==> src/hw/calc_settings.svh <==
// Keypad calculator settings
`ifndef CALC_SETTINGS_SVH
`define CALC_SETTINGS_SVH

// ********************
// Timing counts
// ********************
`define CALC_SCAN_DIV     4   // Clocks per keypad row step
`define CALC_KEY_STABLE   2   // Matching full scans before a key is taken
`define CALC_REFRESH_DIV  3   // Clocks per display digit

// ********************
// Data widths
// ********************
`define CALC_DIGIT_W      4   // One BCD digit or key code
`define CALC_OPND_W       8   // Two-digit operand, 0 to 99
`define CALC_RESULT_W     16  // Product up to 9801, also the BCD word

`endif
==> src/hw/calc_pkg.sv <==
// Keypad calculator types
`include "calc_settings.svh"

package calc_pkg;

    // Digits carry their own value so they feed the operand math directly
    typedef enum logic [`CALC_DIGIT_W-1:0] {
        K0      = 0,
        K1      = 1,
        K2      = 2,
        K3      = 3,
        K4      = 4,
        K5      = 5,
        K6      = 6,
        K7      = 7,
        K8      = 8,
        K9      = 9,
        KEY_ADD = 10,   // A
        KEY_MUL = 11,   // B
        KEY_EQ  = 12,   // C
        KEY_CLR = 13,   // D
        KEY_E   = 14,   // No function
        KEY_F   = 15    // No function
    } key_code_t;

    typedef enum logic {
        OP_ADD,
        OP_MUL
    } op_t;

    // Entry position, then the compute steps
    typedef enum logic [2:0] {
        A_TENS,
        A_UNITS,
        OPER,
        B_TENS,
        B_UNITS,
        CALC,
        CONVERT,
        SHOW
    } ctrl_state_t;

    typedef struct packed {
        logic      valid;
        key_code_t code;
    } key_event_t;

    typedef struct packed {
        logic [`CALC_OPND_W-1:0] a;
        logic [`CALC_OPND_W-1:0] b;
        op_t                     op;
    } operands_t;

endpackage

==> src/hw/calc_top.sv <==
// Keypad calculator top level
`include "calc_settings.svh"

module calc_top (
    input  logic       clk,
    input  logic       rst,
    input  logic [3:0] cols,
    output logic [3:0] rows,
    output logic [6:0] seg,
    output logic [3:0] an
);
    import calc_pkg::*;

    key_event_t                key;
    operands_t                 opnds;
    logic                      arith_start;
    logic [`CALC_RESULT_W-1:0] arith_result;
    logic                      arith_done;
    logic                      bcd_start;
    logic [`CALC_RESULT_W-1:0] bcd_in;
    logic [`CALC_RESULT_W-1:0] bcd_out;
    logic                      bcd_done;
    logic [`CALC_RESULT_W-1:0] disp_value;

    keypad_scanner u_scan (
        .clk(clk), .rst(rst), .cols(cols), .rows(rows), .key(key)
    );

    calc_control u_ctrl (
        .clk(clk), .rst(rst), .key(key), .opnds(opnds),
        .arith_start(arith_start), .arith_result(arith_result), .arith_done(arith_done),
        .bcd_start(bcd_start), .bcd_in(bcd_in), .bcd_done(bcd_done), .bcd_out(bcd_out),
        .disp_value(disp_value)
    );

    arith_unit u_arith (
        .clk(clk), .rst(rst), .opnds(opnds), .arith_start(arith_start),
        .arith_result(arith_result), .arith_done(arith_done)
    );

    bin_to_bcd u_bcd (
        .clk(clk), .rst(rst), .bcd_start(bcd_start), .bcd_in(bcd_in),
        .bcd_out(bcd_out), .bcd_done(bcd_done)
    );

    // Display refresh
    display_mux u_disp (
        .clk(clk), .rst(rst), .disp_value(disp_value), .seg(seg), .an(an)
    );

endmodule

==> src/hw/display_mux.sv <==
// Seven-segment display multiplexer
`include "calc_settings.svh"

module display_mux (
    input  logic                      clk,
    input  logic                      rst,
    input  logic [`CALC_RESULT_W-1:0] disp_value,
    output logic [6:0]                seg,
    output logic [3:0]                an
);
    localparam int REF_W = $clog2(`CALC_REFRESH_DIV + 1);

    logic [REF_W-1:0]         ref_cnt;
    logic [1:0]               digit_idx;
    logic [`CALC_DIGIT_W-1:0] nibble;

    // Refresh timing
    always_ff @(posedge clk or posedge rst) begin
        if (rst) begin
            ref_cnt   <= '0;
            digit_idx <= 2'd0;
        end else if (ref_cnt == REF_W'(`CALC_REFRESH_DIV - 1)) begin
            ref_cnt   <= '0;
            digit_idx <= digit_idx + 1'b1;
        end else begin
            ref_cnt <= ref_cnt + 1'b1;
        end
    end

    assign nibble = disp_value[digit_idx*`CALC_DIGIT_W +: `CALC_DIGIT_W];
    assign an     = ~(4'b0001 << digit_idx);   // Active low

    // ********************
    // Hex decode, segments active low
    // ********************
    always_comb begin
        case (nibble)
            4'h0:    seg = 7'b1000000;
            4'h1:    seg = 7'b1111001;
            4'h2:    seg = 7'b0100100;
            4'h3:    seg = 7'b0110000;
            4'h4:    seg = 7'b0011001;
            4'h5:    seg = 7'b0010010;
            4'h6:    seg = 7'b0000010;
            4'h7:    seg = 7'b1111000;
            4'h8:    seg = 7'b0000000;
            4'h9:    seg = 7'b0011000;
            4'hA:    seg = 7'b0001000;
            4'hB:    seg = 7'b0000011;
            4'hC:    seg = 7'b1000110;
            4'hD:    seg = 7'b0100001;
            4'hE:    seg = 7'b0000110;
            default: seg = 7'b0001110;   // F
        endcase
    end

    one_anode: assert property (@(posedge clk) disable iff (rst) $onehot(~an));

endmodule

==> src/hw/bin_to_bcd.sv <==
// Binary to BCD converter
`include "calc_settings.svh"

module bin_to_bcd (
    input  logic                      clk,
    input  logic                      rst,
    input  logic                      bcd_start,
    input  logic [`CALC_RESULT_W-1:0] bcd_in,
    output logic [`CALC_RESULT_W-1:0] bcd_out,
    output logic                      bcd_done
);
    localparam int W      = `CALC_RESULT_W;
    localparam int STEP_W = $clog2(W + 1);

    logic [2*W-1:0]    shift_reg;   // BCD half on top, binary below
    logic [2*W-1:0]    shift_nxt;
    logic [STEP_W-1:0] step_cnt;
    logic              busy;

    // One double-dabble step
    always_comb begin
        shift_nxt = shift_reg;
        for (int j = 0; j < W / 4; j++) begin
            if (shift_nxt[W + 4*j +: 4] >= 4'd5)
                shift_nxt[W + 4*j +: 4] = shift_nxt[W + 4*j +: 4] + 4'd3;
        end
        shift_nxt = shift_nxt << 1;
    end

    always_ff @(posedge clk or posedge rst) begin
        if (rst) begin
            busy     <= 1'b0;
            step_cnt <= '0;
            bcd_done <= 1'b0;
        end else begin
            bcd_done <= 1'b0;
            if (bcd_start) begin
                busy     <= 1'b1;
                step_cnt <= STEP_W'(W);
            end else if (busy) begin
                step_cnt <= step_cnt - 1'b1;
                if (step_cnt == STEP_W'(1)) begin   // Last shift this cycle
                    busy     <= 1'b0;
                    bcd_done <= 1'b1;
                end
            end
        end
    end

    always_ff @(posedge clk) begin
        if (bcd_start)
            shift_reg <= {{W{1'b0}}, bcd_in};
        else if (busy)
            shift_reg <= shift_nxt;
        if (busy && step_cnt == STEP_W'(1))
            bcd_out <= shift_nxt[2*W-1:W];
    end

endmodule

==> src/hw/arith_unit.sv <==
// Adder and repeated-add multiplier
`include "calc_settings.svh"

module arith_unit (
    input  logic                      clk,
    input  logic                      rst,
    input  calc_pkg::operands_t       opnds,
    input  logic                      arith_start,
    output logic [`CALC_RESULT_W-1:0] arith_result,
    output logic                      arith_done
);
    import calc_pkg::*;

    localparam int RES_W = `CALC_RESULT_W;

    logic [`CALC_OPND_W-1:0] mcand;   // Operand a, added each step
    logic [`CALC_OPND_W-1:0] count;   // Additions still to go
    logic                    busy;

    // Control. A zero multiplier or an add finishes right away
    always_ff @(posedge clk or posedge rst) begin
        if (rst) begin
            busy       <= 1'b0;
            count      <= '0;
            arith_done <= 1'b0;
        end else begin
            arith_done <= 1'b0;
            if (arith_start) begin
                if (opnds.op == OP_MUL && opnds.b != '0) begin
                    busy  <= 1'b1;
                    count <= opnds.b - 1'b1;   // First addition happens on start
                end else begin
                    arith_done <= 1'b1;
                end
            end else if (busy) begin
                if (count == '0) begin
                    busy       <= 1'b0;
                    arith_done <= 1'b1;
                end else begin
                    count <= count - 1'b1;
                end
            end
        end
    end

    // Datapath
    always_ff @(posedge clk) begin
        if (arith_start) begin
            mcand <= opnds.a;
            if (opnds.op == OP_ADD)
                arith_result <= RES_W'(opnds.a) + RES_W'(opnds.b);
            else if (opnds.b == '0)
                arith_result <= '0;
            else
                arith_result <= RES_W'(opnds.a);
        end else if (busy && count != '0) begin
            arith_result <= arith_result + RES_W'(mcand);
        end
    end

    done_not_start: assert property (@(posedge clk) disable iff (rst)
        !(arith_start && arith_done));

endmodule

==> src/hw/calc_control.sv <==
// Calculator entry and sequencing
`include "calc_settings.svh"

module calc_control (
    input  logic                      clk,
    input  logic                      rst,
    input  calc_pkg::key_event_t      key,
    output calc_pkg::operands_t       opnds,
    output logic                      arith_start,
    input  logic [`CALC_RESULT_W-1:0] arith_result,
    input  logic                      arith_done,
    output logic                      bcd_start,
    output logic [`CALC_RESULT_W-1:0] bcd_in,
    input  logic                      bcd_done,
    input  logic [`CALC_RESULT_W-1:0] bcd_out,
    output logic [`CALC_RESULT_W-1:0] disp_value
);
    import calc_pkg::*;

    localparam int OPND_W = `CALC_OPND_W;
    localparam int RES_W  = `CALC_RESULT_W;

    ctrl_state_t              state;
    logic [`CALC_DIGIT_W-1:0] tens_digit;
    logic [`CALC_DIGIT_W-1:0] digit;
    logic                     b_full;       // Second operand complete, equals allowed
    logic                     is_digit;
    logic                     is_clear;
    logic                     is_eq;
    logic [OPND_W-1:0]        typed_opnd;

    assign digit      = key.code;
    assign is_digit   = key.valid && (key.code <= K9);
    assign is_clear   = key.valid && (key.code == KEY_CLR);
    assign is_eq      = key.valid && (key.code == KEY_EQ);

    // Tens times ten plus units
    assign typed_opnd = OPND_W'(tens_digit) * OPND_W'(10) + OPND_W'(digit);

    always_ff @(posedge clk or posedge rst) begin
        if (rst) begin
            state       <= A_TENS;
            opnds       <= '0;
            tens_digit  <= '0;
            b_full      <= 1'b0;
            arith_start <= 1'b0;
            bcd_start   <= 1'b0;
            bcd_in      <= '0;
            disp_value  <= '0;
        end else begin
            arith_start <= 1'b0;
            bcd_start   <= 1'b0;
            if (is_clear && state != CALC && state != CONVERT) begin
                state      <= A_TENS;
                opnds      <= '0;
                b_full     <= 1'b0;
                disp_value <= '0;
            end else begin
                case (state)
                    A_TENS, B_TENS: begin
                        if (is_digit) begin
                            tens_digit <= digit;
                            disp_value <= RES_W'(digit);
                            state      <= (state == A_TENS) ? A_UNITS : B_UNITS;
                        end
                    end
                    A_UNITS: begin
                        if (is_digit) begin
                            opnds.a    <= typed_opnd;
                            disp_value <= RES_W'({tens_digit, digit});
                            state      <= OPER;
                        end
                    end
                    OPER: begin   // Display keeps the first operand
                        if (key.valid && key.code == KEY_ADD) begin
                            opnds.op <= OP_ADD;
                            state    <= B_TENS;
                        end else if (key.valid && key.code == KEY_MUL) begin
                            opnds.op <= OP_MUL;
                            state    <= B_TENS;
                        end
                    end
                    B_UNITS: begin
                        if (is_digit && !b_full) begin
                            opnds.b    <= typed_opnd;
                            b_full     <= 1'b1;
                            disp_value <= RES_W'({tens_digit, digit});
                        end else if (is_eq && b_full) begin
                            arith_start <= 1'b1;
                            state       <= CALC;
                        end
                    end
                    CALC: begin
                        if (arith_done) begin
                            bcd_in    <= arith_result;
                            bcd_start <= 1'b1;
                            state     <= CONVERT;
                        end
                    end
                    CONVERT: begin
                        if (bcd_done) begin
                            disp_value <= bcd_out;
                            state      <= SHOW;
                        end
                    end
                    default: state <= state;   // SHOW waits for clear
                endcase
            end
        end
    end

    starts_apart: assert property (@(posedge clk) disable iff (rst)
        !(arith_start && bcd_start));

endmodule

==> src/hw/keypad_scanner.sv <==
// Keypad scanner and debounce
`include "calc_settings.svh"

module keypad_scanner (
    input  logic                 clk,
    input  logic                 rst,
    input  logic [3:0]           cols,
    output logic [3:0]           rows,
    output calc_pkg::key_event_t key
);
    import calc_pkg::*;

    localparam int SCAN_W   = $clog2(`CALC_SCAN_DIV + 1);
    localparam int STABLE_W = $clog2(`CALC_KEY_STABLE + 1);

    // Indexed by {row, column}, first hit in column order wins
    localparam key_code_t KEY_MAP [0:15] = '{
        K1,    K2, K3,    KEY_ADD,
        K4,    K5, K6,    KEY_MUL,
        K7,    K8, K9,    KEY_EQ,
        KEY_E, K0, KEY_F, KEY_CLR
    };

    logic [SCAN_W-1:0]   scan_cnt;
    logic                row_tick;
    logic [1:0]          row_idx;
    logic [1:0]          col_idx;
    logic                row_hit;
    key_code_t           row_code;
    logic                scan_hit;     // Any column seen so far in this scan
    key_code_t           scan_code;
    logic                hit_now;
    key_code_t           code_now;
    key_code_t           last_code;    // Candidate of the previous scan
    logic [STABLE_W-1:0] stable_cnt;
    logic [STABLE_W-1:0] stable_nxt;
    logic                released;     // Keypad seen empty since last accept

    // ********************
    // Row drive
    // ********************
    assign row_tick = (scan_cnt == SCAN_W'(`CALC_SCAN_DIV - 1));

    always_ff @(posedge clk or posedge rst) begin
        if (rst) begin
            scan_cnt <= '0;
            rows     <= 4'b0001;
        end else if (row_tick) begin
            scan_cnt <= '0;
            rows     <= {rows[2:0], rows[3]};
        end else begin
            scan_cnt <= scan_cnt + 1'b1;
        end
    end

    always_comb begin
        row_idx = 2'd0;
        for (int i = 0; i < 4; i++) begin
            if (rows[i])
                row_idx = 2'(i);
        end
    end

    // Lowest column has priority
    always_comb begin
        col_idx = 2'd0;
        for (int i = 3; i >= 0; i--) begin
            if (cols[i])
                col_idx = 2'(i);
        end
    end

    // ********************
    // Debounce per scan
    // ********************
    assign row_hit  = |cols;
    assign row_code = KEY_MAP[{row_idx, col_idx}];
    assign hit_now  = scan_hit | row_hit;
    assign code_now = scan_hit ? scan_code : row_code;

    always_comb begin
        stable_nxt = stable_cnt;
        if (!hit_now)
            stable_nxt = '0;
        else if (stable_cnt == '0 || code_now != last_code)
            stable_nxt = STABLE_W'(1);   // New candidate starts over
        else if (stable_cnt != STABLE_W'(`CALC_KEY_STABLE))
            stable_nxt = stable_cnt + 1'b1;
    end

    always_ff @(posedge clk or posedge rst) begin
        if (rst) begin
            scan_hit   <= 1'b0;
            scan_code  <= K0;
            last_code  <= K0;
            stable_cnt <= '0;
            released   <= 1'b1;
            key        <= '0;
        end else begin
            key.valid <= 1'b0;
            if (row_tick) begin
                if (rows[3]) begin   // Last row closes the scan
                    scan_hit   <= 1'b0;
                    last_code  <= code_now;
                    stable_cnt <= stable_nxt;
                    if (!hit_now) begin
                        released <= 1'b1;
                    end else if (released && stable_nxt == STABLE_W'(`CALC_KEY_STABLE)) begin
                        key.valid <= 1'b1;
                        key.code  <= code_now;
                        released  <= 1'b0;
                    end
                end else begin
                    scan_hit  <= hit_now;
                    scan_code <= code_now;
                end
            end
        end
    end

    rows_onehot: assert property (@(posedge clk) disable iff (rst) $onehot(rows));

endmodule

==> config.mk <==
export PLATFORM = sky130hd
export DESIGN_NAME = calc_top
export DESIGN_NICKNAME = d
export VERILOG_FILES = /design/src/hw/calc_pkg.sv /design/src/hw/calc_top.sv /design/src/hw/display_mux.sv /design/src/hw/bin_to_bcd.sv /design/src/hw/arith_unit.sv /design/src/hw/calc_control.sv /design/src/hw/keypad_scanner.sv
export VERILOG_INCLUDE_DIRS = /design/src /design/src/hw
export SDC_FILE = /design/constraint.sdc
export NUM_CORES = 1
export LEC_CHECK = 0
export ABC_CLOCK_PERIOD_IN_PS = 4170
export BUFFER_PORTS_ARGS = -buffer_cell sky130_fd_sc_hd__buf_2
export CORE_MARGIN = 4
export CORE_UTILIZATION = 63
export DETAILED_ROUTE_END_ITERATION = 8
export PLACE_DENSITY_LB_ADDON = 0.2
export SYNTH_ARGS = -nofsm -noshare
export SYNTH_HDL_FRONTEND = slang
export SYNTH_SLANG_ARGS = --single-unit
==> constraint.sdc <==
create_clock -name clk -period 4.17 [get_ports clk]
set_input_delay 1.0425 -clock clk [delete_from_list [all_inputs] [get_ports clk]]
set_output_delay 1.0425 -clock clk [all_outputs]
set_load 0.1 [all_outputs]
# Word level (Yosys, flattened, before mapping)
# Memories as Yosys holds them, arrays and structs flattened.
# Index checks and enable logic that the tools add are counted.
op_classes:
  add_sub_neg: 14
  mul: 1
  n_lt_le_gt_ge: 6
  eq_ne: 29
  shifts: 2
  n_mux: 87
  bitwise_logic: 5
  reduce_logical: 46
op_table:
  columns: ["cell", "n"]
  rows:
  - ["$mux 16", 10]
  - ["$mux 8", 9]
  - ["$pmux 16 s4", 1]
  - ["$mux 3", 12]
  - ["$mux 1", 31]
  - ["$mux 5", 6]
  - ["$mux 4", 6]
  - ["$mux 2", 10]
  - ["$ne 3x1->1 const B", 6]
  - ["$pmux 3 s6", 1]
  - ["$mux 17", 1]
  - ["$add 16x8->16", 1]
  - ["$eq 4x4->1 const B", 4]
  - ["$ge 4x3->1 const B", 4]
  - ["$logic_not 8->1", 2]
  - ["$reduce_bool 2->1", 8]
  - ["$reduce_bool 8->1", 2]
  - ["$shiftx 16x5->4", 1]
  - ["$sub 8x1->8 const B", 2]
  - ["$logic_and 1x1->1", 13]
  - ["$add 4x2->4 const B", 3]
  - ["$reduce_and 3->1", 4]
  - ["$reduce_and 2->1", 5]
  - ["$add 8x8->9", 1]
  - ["other kinds (36)", 47]
word_totals:
  ff_bits: 176
  mem_bits_ro: 176
  in_bits: 6
  out_inout_bits: 15
  wordCells: 224
  memories: 2
memory_table:
  columns: ["name", "words", "word_bits", "read_ports", "rd_ports_with_merged_regs", "write_ports", "line_no", "rtl"]
  rows:
  - ["(no name shown)", 16, 7, 1, 0, 0, "display_mux.sv:37", "case (nibble)"]
  - ["(no name shown)", 16, 4, 1, 0, 0, "keypad_scanner.sv:77", "assign row_code = KEY_MAP[{row_idx, col_idx}];"]

# Longest topological paths before layout
# Gate-level depths: netlist of the first run.
depth:
  ltp_word: 19
  depth_mapped: 11

# Modules after synthesis
# A second synthesis of the first run with hierarchy kept.
hier_totals:
  hier_cells: 962
  area_unflattened_um2: 10267.3
by_module_without_submodules:
  columns: ["module", "instances", "cells_per_inst", "area_each_um2", "seq_area_each_um2"]
  rows:
  - ["calc_control", 1, 246, 2965.3, 1476.4]
  - ["bin_to_bcd", 1, 239, 2770.2, 1456.4]
  - ["arith_unit", 1, 260, 2519.9, 970.9]
  - ["keypad_scanner", 1, 158, 1445.1, 603.1]
  - ["display_mux", 1, 59, 566.8, 100.1]

# Worst setup path before layout of the first run
# OpenSTA, ideal clock, no wires.
synth_path:
  path_type: "register to output"
  from: "register u_disp.digit_idx[1]"
  to: "output port seg[2]"
  t_arrival_ns: 3.663
  setup_slack_ns: -0.535
  path_stages_with_launch: 6
  n_path_buf: 1
  path_cell_list: "dfrtp_1 > clkbuf_1 > mux2_2 > o21a_1 > or2_2 > o21ai_0"
synth_via:
  elab_chain_cells: 2
synth_lines:
  columns: ["element", "line_no", "rtl"]
  rows:
  - ["start, declared", "display_mux.sv:14", "logic [1:0] digit_idx;"]
  - ["start signal, assigned", "display_mux.sv:24", "digit_idx <= digit_idx + 1'b1;"]
  - ["$shiftx 16x5->4", "display_mux.sv:30", "assign nibble = disp_value[digit_idx*`CALC_DIGIT_W +: `CALC_DIGIT_W];"]
  - ["$mem_v2 16x7", null, null]
  - ["end, declared", "calc_top.sv:9", "output logic [6:0] seg,"]
# Every way passes these cells.

# Worst setup path after layout of the first run
layout_path:
  from: "register u_disp.digit_idx[1]"
  to: "output port seg[5]"
# Same word-level chain as after synthesis.

==> flow_summary.yaml, run 1 <==
timing:
  relSlewSlack: 0.429
  rsz0062_at_grt: "false"
  maxSlewViolCount: 0
  skew_ns: 0.00842
  hold_violations: 0
  finalSetupViolations: 0
  max_clock_freq_mhz: 258
  fin_crit_ns: 3.87
  period_share: 0.928
  setup_tns_ns: 0
  tightest_slew_ns: 0.854
hold_path:
  min_path_type: "reg -> reg"
  holdPathStages: 1
global_routing:
  grt_max_degree: 67
  grt_pass1_vias: 6527
  grt_usage: 0.215
  grt_pass1_wl_um: 31000
  antenna_found_initial: 0
  grt-ovfl-total: 0
run_status:
  status: "finished, final reports clean"
cells_and_area:
  insertedDiodeCount: 0
  layout-drive-gt1-share: 0.143
  synthToLayoutAreaGrowth_pct: 8.96
  multiInputGateArea_um2: 4670
  largest_reg_flops: 32
  nNetsFinal: 996
  seqCellArea_um2: 4610
  fill_cells: 1079
worst_setup_path:
  crit_buf_inv: 2
  rr_startpoint: "u_arith.arith_result[1]"
  cp_top_family: "compound AO/OA/AOI/OAI gates"
  crit_path_max_fanout: 10
  worstPathArrival_ns: 2.83
  cp-startpoint: "u_disp.digit_idx[1]"
  critPathRequiredTime_ns: 3.13
  crit_type: "reg -> out"
  slowest_stage: "dfrtp_1"
  max_stage_delay_ns: 0.57
  regToRegSetupSlack_ns: 1.59
  crit_cells: 8
  worstPathCellList: "mux2_2 -> o21ai_1 -> inv_1 -> ha_1 -> nor2b_1 -> a21oi_1 -> o22ai_2 -> buf_2"
  startpoint_type: "flip-flop"
  critPathCaptureType: "output pin"
  r2r_end: "u_arith.arith_result[15]"
  crit_end: "seg[5]"
  r2r_cells: 8
clocking:
  cts_tree: "built"
  clock_latency_ns: 0.42
  postCtsSetupBuffers: 0
  cts_sinks: 176
  ctsRootBufferMaster: "clkbuf_16"
  h-tree-depth: 4
  clkSlewWorstSetupHoldPaths_ns: 0.06
  clockBufferDepth: 2
  numCtsBuffers: 17
logic_synthesis:
  yosys_warnings: 0
  synth_area_um2: 9570
  synthFlopType: "dfrtp_1"
  yosysUniqueCellTypes: 77
  synth_area_leaders: "dfrtp_1 (27%), edfxtp_1 (18%), ha_1 (6.0%)"
  synth_top_area_share: 0.267
  synthArstFlopShare: 0.591
  ys_seq_elements: 176
  netlist_instances: 932
  synth_area_leader_cell: "dfrtp_1"
  synth_edf_count: 56
  synth_area_per_cell_um2: 10.3
  seq_area_frac_synth: 0.481
  synth.net_count: 988
detailed_routing:
  drt_pass1_iterations: 5
  drt-vias-per-instance: 5.86
  wl_um: 17700
  ant_nets: 0
  route.detailed.drc: 0
  initialDrtViolationCount: 369
  wl_per_cell_um: 15.5
  vias: 6658
floorplan:
  initial_utilization: 0.651
  ios: 21
  die_w_um: 131
  coreArea_um2: 14700
  die_area_um2: 17200
  die_height_um: 131
  rows: 44
pwr:
  leakagePower_nw: 4.34
  design_power_total_mw: 3.42
  ir_drop_uv: 284
  pwr_density_cell_nw_per_um2: 328
place:
  io_buffer_count: 20
  gp_congestion: 0.808
  hpwl_um: 12500
flow_run:
  cap_viol_max_count: 0
-- per-layer routing --
layer  part of all wire  global-route usage
met5                  0                   0
met4              0.014              0.0607
met3              0.026              0.0363
met2               0.49               0.363
met1               0.47               0.289
-- repair_timing --
action / in CTS / in global routing
setup endpoints to repair: 0 / 5
hold buffers: 0 / 0
hold endpoints to repair: 0 / 0
gates resized for setup: 0 / 1
-- placed cells by master, fill, tap and decap left out, types with 20 or more instances in the layout --
cell type | netlist | final
mux2_2 | 41 | 41
ha_1 | 46 | 46
xnor2_1 | 23 | 23
nand2b_1 | 23 | 23
o21ai_0 | 77 | 75
nand2_1 | 116 | 116
edfxtp_1 | 56 | 56
inv_1 | 41 | 40
buf_2 | 4 | 20
a21oi_1 | 34 | 34
nor2_1 | 72 | 72
mux2i_1 | 36 | 36
dfrtp_1 | 102 | 101
-- cell type report --
cell class,instances,area share
Clock buffer,19,0.0415
Multi-Input combinational cell,675,0.448
Inverter,41,0.0150
Sequential cell,176,0.442
Timing Repair Buffer,29,0.0161
Tap cell,184,0.0221
Clock inverter,13,0.0157
-- report_power, final --
| part | internal [mW] | total [mW] | switching (mW) |
|---|---|---|---|
| logic | 0.0147 | 0.0519 | 0.0372 |
| clock network | 0.943 | 1.59 | 0.652 |
| registers | 1.77 | 1.77 | 0.00113 |
| total | 2.73 | 3.42 | 0.690 |
-- Yosys cell counts (all sizes together) (7+ instances only) --
library cell and instances:
a211oi 9, a21o 9, a21oi 35, a22oi 7
a31oi 7, buf 10, clkbuf 30, dfrtp 102
dfxtp 16, edfxtp 56, ha 46, inv 41
mux2 41, mux2i 36, nand2 116, nand2b 23
nand3 17, nand3b 7, nor2 72, nor2b 13
nor3 13, nor3b 9, o21ai 80, o31ai 12
xnor2 23, xor2 8
-- worst min path at each step --
stage,slack (ns),to,startpoint
after floorplan,0.41,u_disp.ref_cnt[0],u_disp.ref_cnt[0]
after global placement,0.42,u_disp.ref_cnt[0],u_disp.ref_cnt[0]
after detailed placement,0.45,u_disp.ref_cnt[0],u_disp.ref_cnt[1]
after CTS,0.45,u_disp.ref_cnt[0],u_disp.ref_cnt[0]
after global routing,0.47,u_disp.ref_cnt[1],u_disp.ref_cnt[1]
final,0.45,u_disp.ref_cnt[0],u_disp.ref_cnt[0]
-- worst reg2reg max path: stages (launching register included) --
cell	delay, ns
edfxtp_1	0.41
ha_1	0.32
a21o_1	0.19
a21oi_1	0.23
o211ai_1	0.18
a21oi_1	0.24
o21ai_1	0.26
nand4_1	0.18
mux2_2	0.34
-- logic make-up after synthesis --
group,Yosys count,synth area share
AO/OA/AOI/OAI,205,0.139
XOR/XNOR,31,0.0284
adder cells (fa/ha/maj),50,0.0685
buffers and inverters,81,0.0341
flip-flops,176,0.481
multiplexers,79,0.0906
AND/OR/NAND/NOR,310,0.158
-- metrics by stage --
step	hold WS, ns	instances	setup slack, ns	instance area [um2]	util
floorplan	0.409	932	-0.120	9590	-
global placement	0.422	1105	0.646	9830	0.669
detailed placement	0.445	1105	0.566	9830	0.669
CTS	0.455	1137	0.104	10400	0.709
global route	0.471	1137	0.0864	10400	0.709
finish	0.448	1137	0.300	10400	0.709
Note: power is estimated with default switching activity, not from simulation.
==> run 2, diff against run 1 <==
--- a/config.mk
+++ b/config.mk
@@ -6,12 +6,15 @@
 export SDC_FILE = /design/constraint.sdc
 export NUM_CORES = 1
 export LEC_CHECK = 0
-export ABC_CLOCK_PERIOD_IN_PS = 4170
+export ABC_CLOCK_PERIOD_IN_PS = 4550
 export BUFFER_PORTS_ARGS = -buffer_cell sky130_fd_sc_hd__buf_2
+export CELL_PAD_IN_SITES_DETAIL_PLACEMENT = 1
+export CELL_PAD_IN_SITES_GLOBAL_PLACEMENT = 2
 export CORE_MARGIN = 4
-export CORE_UTILIZATION = 63
+export CORE_UTILIZATION = 45
 export DETAILED_ROUTE_END_ITERATION = 8
 export PLACE_DENSITY_LB_ADDON = 0.2
+export REMOVE_ABC_BUFFERS = 1
 export SYNTH_ARGS = -nofsm -noshare
 export SYNTH_HDL_FRONTEND = slang
 export SYNTH_SLANG_ARGS = --single-unit
==> constraint.sdc (replaced) <==
create_clock -name clk -period 4.55 [get_ports clk]
set_input_delay 1.1375 -clock clk [delete_from_list [all_inputs] [get_ports clk]]
set_output_delay 1.1375 -clock clk [all_outputs]
set_load 0.1 [all_outputs]
==> run 2 against run 1 <==
  * Register-to-register slack better by 0.27 ns
  * First-iteration DRC count down 19%
  * Sequential power down 8%
  * Critical path depth down 1
  * Flip-flop and latch count unchanged
==> flow_summary.yaml, run 2 (same netlist as run 1, synthesis figures left out) <==
place:
  pre_cts_ws_ns: 0.718
  place_area_um2: 9900
  hpwl_um: 15400
  gp_congestion: 0.814
  dp_cells: 1193
  io_buffer_count: 20
worst_setup_path:
  cp_top_family: "compound AO/OA/AOI/OAI gates"
  crit_buf_inv: 1
  critPathMostFrequentCell: "o21ai_0"
  critPathRequiredTime_ns: 3.41
  max_stage_delay_ns: 0.58
  startpoint_type: "flip-flop"
  crit_path_max_fanout: 10
  rr_startpoint: "u_arith.arith_result[1]"
  worstPathArrival_ns: 3.15
  worstPathCellList: "mux2_2 -> o21ai_0 -> ha_1 -> o21ai_0 -> nand2_1 -> nand3_1 -> buf_2"
  slowest_stage: "dfrtp_1"
  regToRegSetupSlack_ns: 1.86
  r2r_cells: 8
  cp-startpoint: "u_disp.digit_idx[1]"
  critPathCaptureType: "output pin"
  crit_type: "reg -> out"
  r2r_end: "u_arith.arith_result[15]"
clocking:
  cts_sinks: 176
  clkSlewWorstSetupHoldPaths_ns: 0.08
  clockBufferDepth: 2
  cts_hold_buffers: 0
  h-tree-depth: 4
  postCtsSetupBuffers: 0
  ctsRootBufferMaster: "clkbuf_16"
  clock_latency_ns: 0.44
  cts_tree: "built"
  cts_resized: 0
  numCtsBuffers: 17
cells_and_area:
  post-route-util: 0.502
  stdcell_count: 1225
  largest_reg_flops: 32
  fill_cells: 2348
  layout_common_cells: "nand2_1 (116), dfrtp_1 (100), o21ai_0 (77)"
  insertedDiodeCount: 0
  final_common_cell: "nand2_1"
  fin_area_um2: 10500
  nNetsFinal: 993
  synthToLayoutAreaGrowth_pct: 9.89
  layout-drive-gt1-share: 0.139
timing:
  skew_ns: 0.0170
  setup_tns_ns: 0
  finalSetupViolations: 0
  fin_crit_ns: 4.29
  fin_hold_ws_ns: 0.446
  relSlewSlack: 0.206
  rsz0062_at_grt: "false"
  setup_ws_ns: 0.259
  hold_violations: 0
  max_clock_freq_mhz: 233
  period_share: 0.943
  maxSlewViolCount: 0
  tightest_slew_ns: 1.19
hold_path:
  min_path_type: "reg -> reg"
  holdPathStages: 1
  holdPathEnd: "u_disp.ref_cnt[0]"
  hold_start: "u_disp.ref_cnt[0]"
global_routing:
  grt_usage: 0.188
  grt_max_degree: 69
  grt_pass1_vias: 7328
  antenna_found_initial: 0
  grt-ovfl-total: 0
  grt_pass1_wl_um: 36900
detailed_routing:
  wl_per_cell_um: 17.6
  drt_pass1_iterations: 4
  ant_nets: 0
  initialDrtViolationCount: 298
  route.detailed.drc: 0
  wl_um: 21600
  drt-vias-per-instance: 5.59
  vias: 6843
pwr:
  clkPwrFrac: 0.475
  leakagePower_nw: 4.34
  combPwrFrac: 0.015
  p_int_mw: 2.43
  ir_drop_uv: 280
  seqPwrFrac: 0.510
  pwr_density_cell_nw_per_um2: 303
  switching_power_uw: 755
  switching_share: 0.237
  design_power_total_mw: 3.18
floorplan:
  coreArea_um2: 21000
  die_height_um: 154
  initial_utilization: 0.457
  die_area_um2: 23700
  die_w_um: 154
  rows: 53
  ios: 21
flow_run:
  cap_viol_max_count: 0
run_status:
  status: "finished, final reports clean"
[run 2: per-layer routing]
metal	vias up	share of wire	GRT usage	routed length (um)
li1	3326	-	-	-
met1	3454	0.45	0.242	9810
met2	48	0.52	0.334	11200
met3	15	0.016	0.0273	346
met4	0	0.0098	0.0496	212
met5	-	0	0	0
[run 2: power groups by stage]
stage               registers, mW  clock network (mW)  logic (mW)
finish                       1.62                1.51      0.0491
global route                 1.62                1.63      0.0568
CTS                          1.62                1.55      0.0514
detailed placement           1.66                   0      0.0510
global placement             1.66                   0      0.0486
floorplan                    1.66                   0      0.0333
[run 2: worst max path at each step]
stage | to | slack, ns | cells past startpoint
finish | seg[3] | 0.26 | 7
CTS | seg[3] | 0.23 | 7
detailed placement | seg[3] | 0.72 | 7
floorplan | seg[2] | -0.19 | 3
global route | seg[5] | 0.02 | 8
global placement | seg[3] | 0.93 | 7
[run 2: cell type report]
type / instances / area, um2 / area share
multi-input cells: 675 / 4640 / 0.441
flip-flops and latches: 176 / 4610 / 0.438
clock buffers: 17 / 425 / 0.0405
well taps: 275 / 344 / 0.0327
clock inverters: 15 / 193 / 0.0183
inverters: 41 / 156 / 0.0149
repair buffers: 26 / 145 / 0.0138
==> run 3, diff against run 2 <==
==> constraint.sdc (replaced) <==
create_clock -name clk -period 4.55 [get_ports clk]
set_input_delay 1.1375 -clock clk [delete_from_list [all_inputs] [get_ports clk]]
set_output_delay 1.1375 -clock clk [all_outputs]
set_load 0.02 [all_outputs]
==> run 3 against run 2 <==
  * Register-to-register slack improved by 0.04 ns
  * First-iteration DRC count increased by 6.4%
  * Clock skew decreased by 0.0034 ns
  * Sequential share of layout area increased by 0.057 points
  * Combinational power increased by 1%
  * Sequential power about the same
  * Cell count about the same
  * Design area decreased by 0.13%
  * Worst hold slack got worse by 0.0026 ns
  * Non-clock buffer count increased by 1
  * Die area unchanged
  * Clock-buffer cell count increased by 1
  * Critical endpoint is now seg[5]
  * Highest routed layer unchanged
==> flow_summary.yaml, run 3 (same netlist as run 1, synthesis figures left out) <==
worst_setup_path:
  startpoint_type: "flip-flop"
  crit_path_max_fanout: 10
  critPathCaptureType: "output pin"
  crit_type: "reg -> out"
  slowest_stage: "dfrtp_1"
  worstPathCellList: "mux2_2 -> o21ai_0 -> inv_1 -> ha_1 -> nor2b_1 -> a21oi_1 -> o22ai_1 -> buf_2"
  critPathRequiredTime_ns: 3.41
  max_stage_delay_ns: 0.60
  worstPathArrival_ns: 2.96
hold_path:
  min_path_type: "reg -> reg"
clocking:
  cts_hold_buffers: 0
  cts_resized: 0
  postCtsSetupBuffers: 0
  cts_tree: "built"
  h-tree-depth: 4
  cts_sinks: 176
  clock_latency_ns: 0.43
  clockBufferDepth: 2
  ctsRootBufferMaster: "clkbuf_16"
  numCtsBuffers: 17
  clkSlewWorstSetupHoldPaths_ns: 0.07
global_routing:
  antenna_found_initial: 0
  grt_pass1_wl_um: 36800
  grt-ovfl-total: 0
  grt_max_degree: 66
  grt_pass1_vias: 7212
  grt_usage: 0.189
floorplan:
  die_height_um: 154
  rows: 53
  coreArea_um2: 21000
  die_area_um2: 23700
  die_w_um: 154
  initial_utilization: 0.457
  ios: 21
place:
  io_buffer_count: 20
  gp_congestion: 0.821
  hpwl_um: 15600
timing:
  hold_violations: 0
  max_clock_freq_mhz: 244
  finalSetupViolations: 0
  maxSlewViolCount: 0
  tightest_slew_ns: 0.939
  rsz0062_at_grt: "false"
  relSlewSlack: 0.372
  setup_tns_ns: 0
  fin_crit_ns: 4.10
  skew_ns: 0.0136
  period_share: 0.901
detailed_routing:
  route.detailed.drc: 0
  wl_per_cell_um: 17.8
  vias: 6841
  drt_pass1_iterations: 6
  dr_wl_met3_um: 346
  wl_um: 21900
  drt-vias-per-instance: 5.58
  ant_nets: 0
  wl_met2_um: 11400
  top_layer: "met4"
  initialDrtViolationCount: 317
  met1_length_um: 9930
cells_and_area:
  synthToLayoutAreaGrowth_pct: 9.74
  nNetsFinal: 994
  layout-drive-gt1-share: 0.139
  largest_reg_flops: 32
  layout_common_cells: "nand2_1 (116), dfrtp_1 (100), o21ai_0 (77)"
  final_common_cell: "nand2_1"
  post-route-util: 0.501
  fill_cells: 2362
  insertedDiodeCount: 0
run_status:
  status: "finished, final reports clean"
pwr:
  pwr_density_cell_nw_per_um2: 302
  leakagePower_nw: 4.34
  ir_drop_uv: 233
flow_run:
  cap_viol_max_count: 0
-- run 3: changes by cell type in the layout (fill, tap and decap cells not counted) --
cell,before,now
clkinv_4,1,2
inv_6,3,5
buf_4,6,7
clkinv_8,5,0
clkbuf_1,0,1
bufinv_16,1,2
-- run 3: critical path, delay by kind of cell, from the launching register on --
| kind | cells | cell delay, ns |
|---|---|---|
| fa+ha+maj | 1 | 0.27 |
| simple gates | 1 | 0.15 |
| buf+inv | 2 | 0.38 |
| mux | 1 | 0.39 |
| flops | 1 | 0.60 |
| compound gates | 3 | 0.74 |
-- run 3: path summary, 6_finish.rpt --
| kind | depth (start not counted) | slack (ns) | end | from |
|---|---|---|---|---|
| setup / recovery | 8 | 0.45 | seg[5] | u_disp.digit_idx[1] |
| max in group asynchronous | 3 | 2.85 | u_ctrl.disp_value[5] | rst |
| min in group asynchronous | 2 | 0.87 | u_scan.scan_cnt[1] | rst |
| hold reg to reg | 1 | 0.44 | u_scan.scan_cnt[0] | u_scan.scan_cnt[0] |
| hold / removal | 1 | 0.44 | u_scan.scan_cnt[0] | u_scan.scan_cnt[0] |
| setup reg to reg | 8 | 1.90 | u_arith.arith_result[15] | u_arith.mcand[1] |
-- run 3: stage by stage --
| step | worst slack [ns] | std cells | hold slack (ns) | instance area [um2] | power [mW] |
|---|---|---|---|---|---|
| 2_1_floorplan | 0.684 | 892 | 0.409 | 9400 | 1.69 |
| 3_3_place_gp | 0.995 | 1194 | 0.421 | 9900 | 1.71 |
| 3_5_place_dp | 0.842 | 1194 | 0.440 | 9900 | 1.71 |
| 4_1_cts | 0.394 | 1226 | 0.448 | 10500 | 3.21 |
| 5_1_grt | 0.237 | 1226 | 0.462 | 10500 | 3.29 |
| 6_report | 0.451 | 1226 | 0.444 | 10500 | 3.17 |
-- run 3: layer usage --
metal  vias to the layer above  global-route usage
met5                         -                   0
met4                         0              0.0446
met3                        14              0.0276
met2                        53               0.344
met1                      3452               0.239
li1                       3322                   -
-- run 3: report_power, final --
part	switching [mW]	internal, mW	total [mW]
Sequential	0.00113	1.62	1.62
Combinational	0.0363	0.0135	0.0498
Clock	0.669	0.830	1.50
Total	0.706	2.47	3.17
-- run 3: cell type report --
cell class	instances	area (um2)	share of cell area
Multi-Input combinational cell	675	4640	0.442
Sequential cell	176	4610	0.439
Inverter	41	156	0.0149
Timing Repair Buffer	27	153	0.0145
Tap cell	275	344	0.0328
Clock buffer	18	429	0.0409
Clock inverter	14	168	0.0160
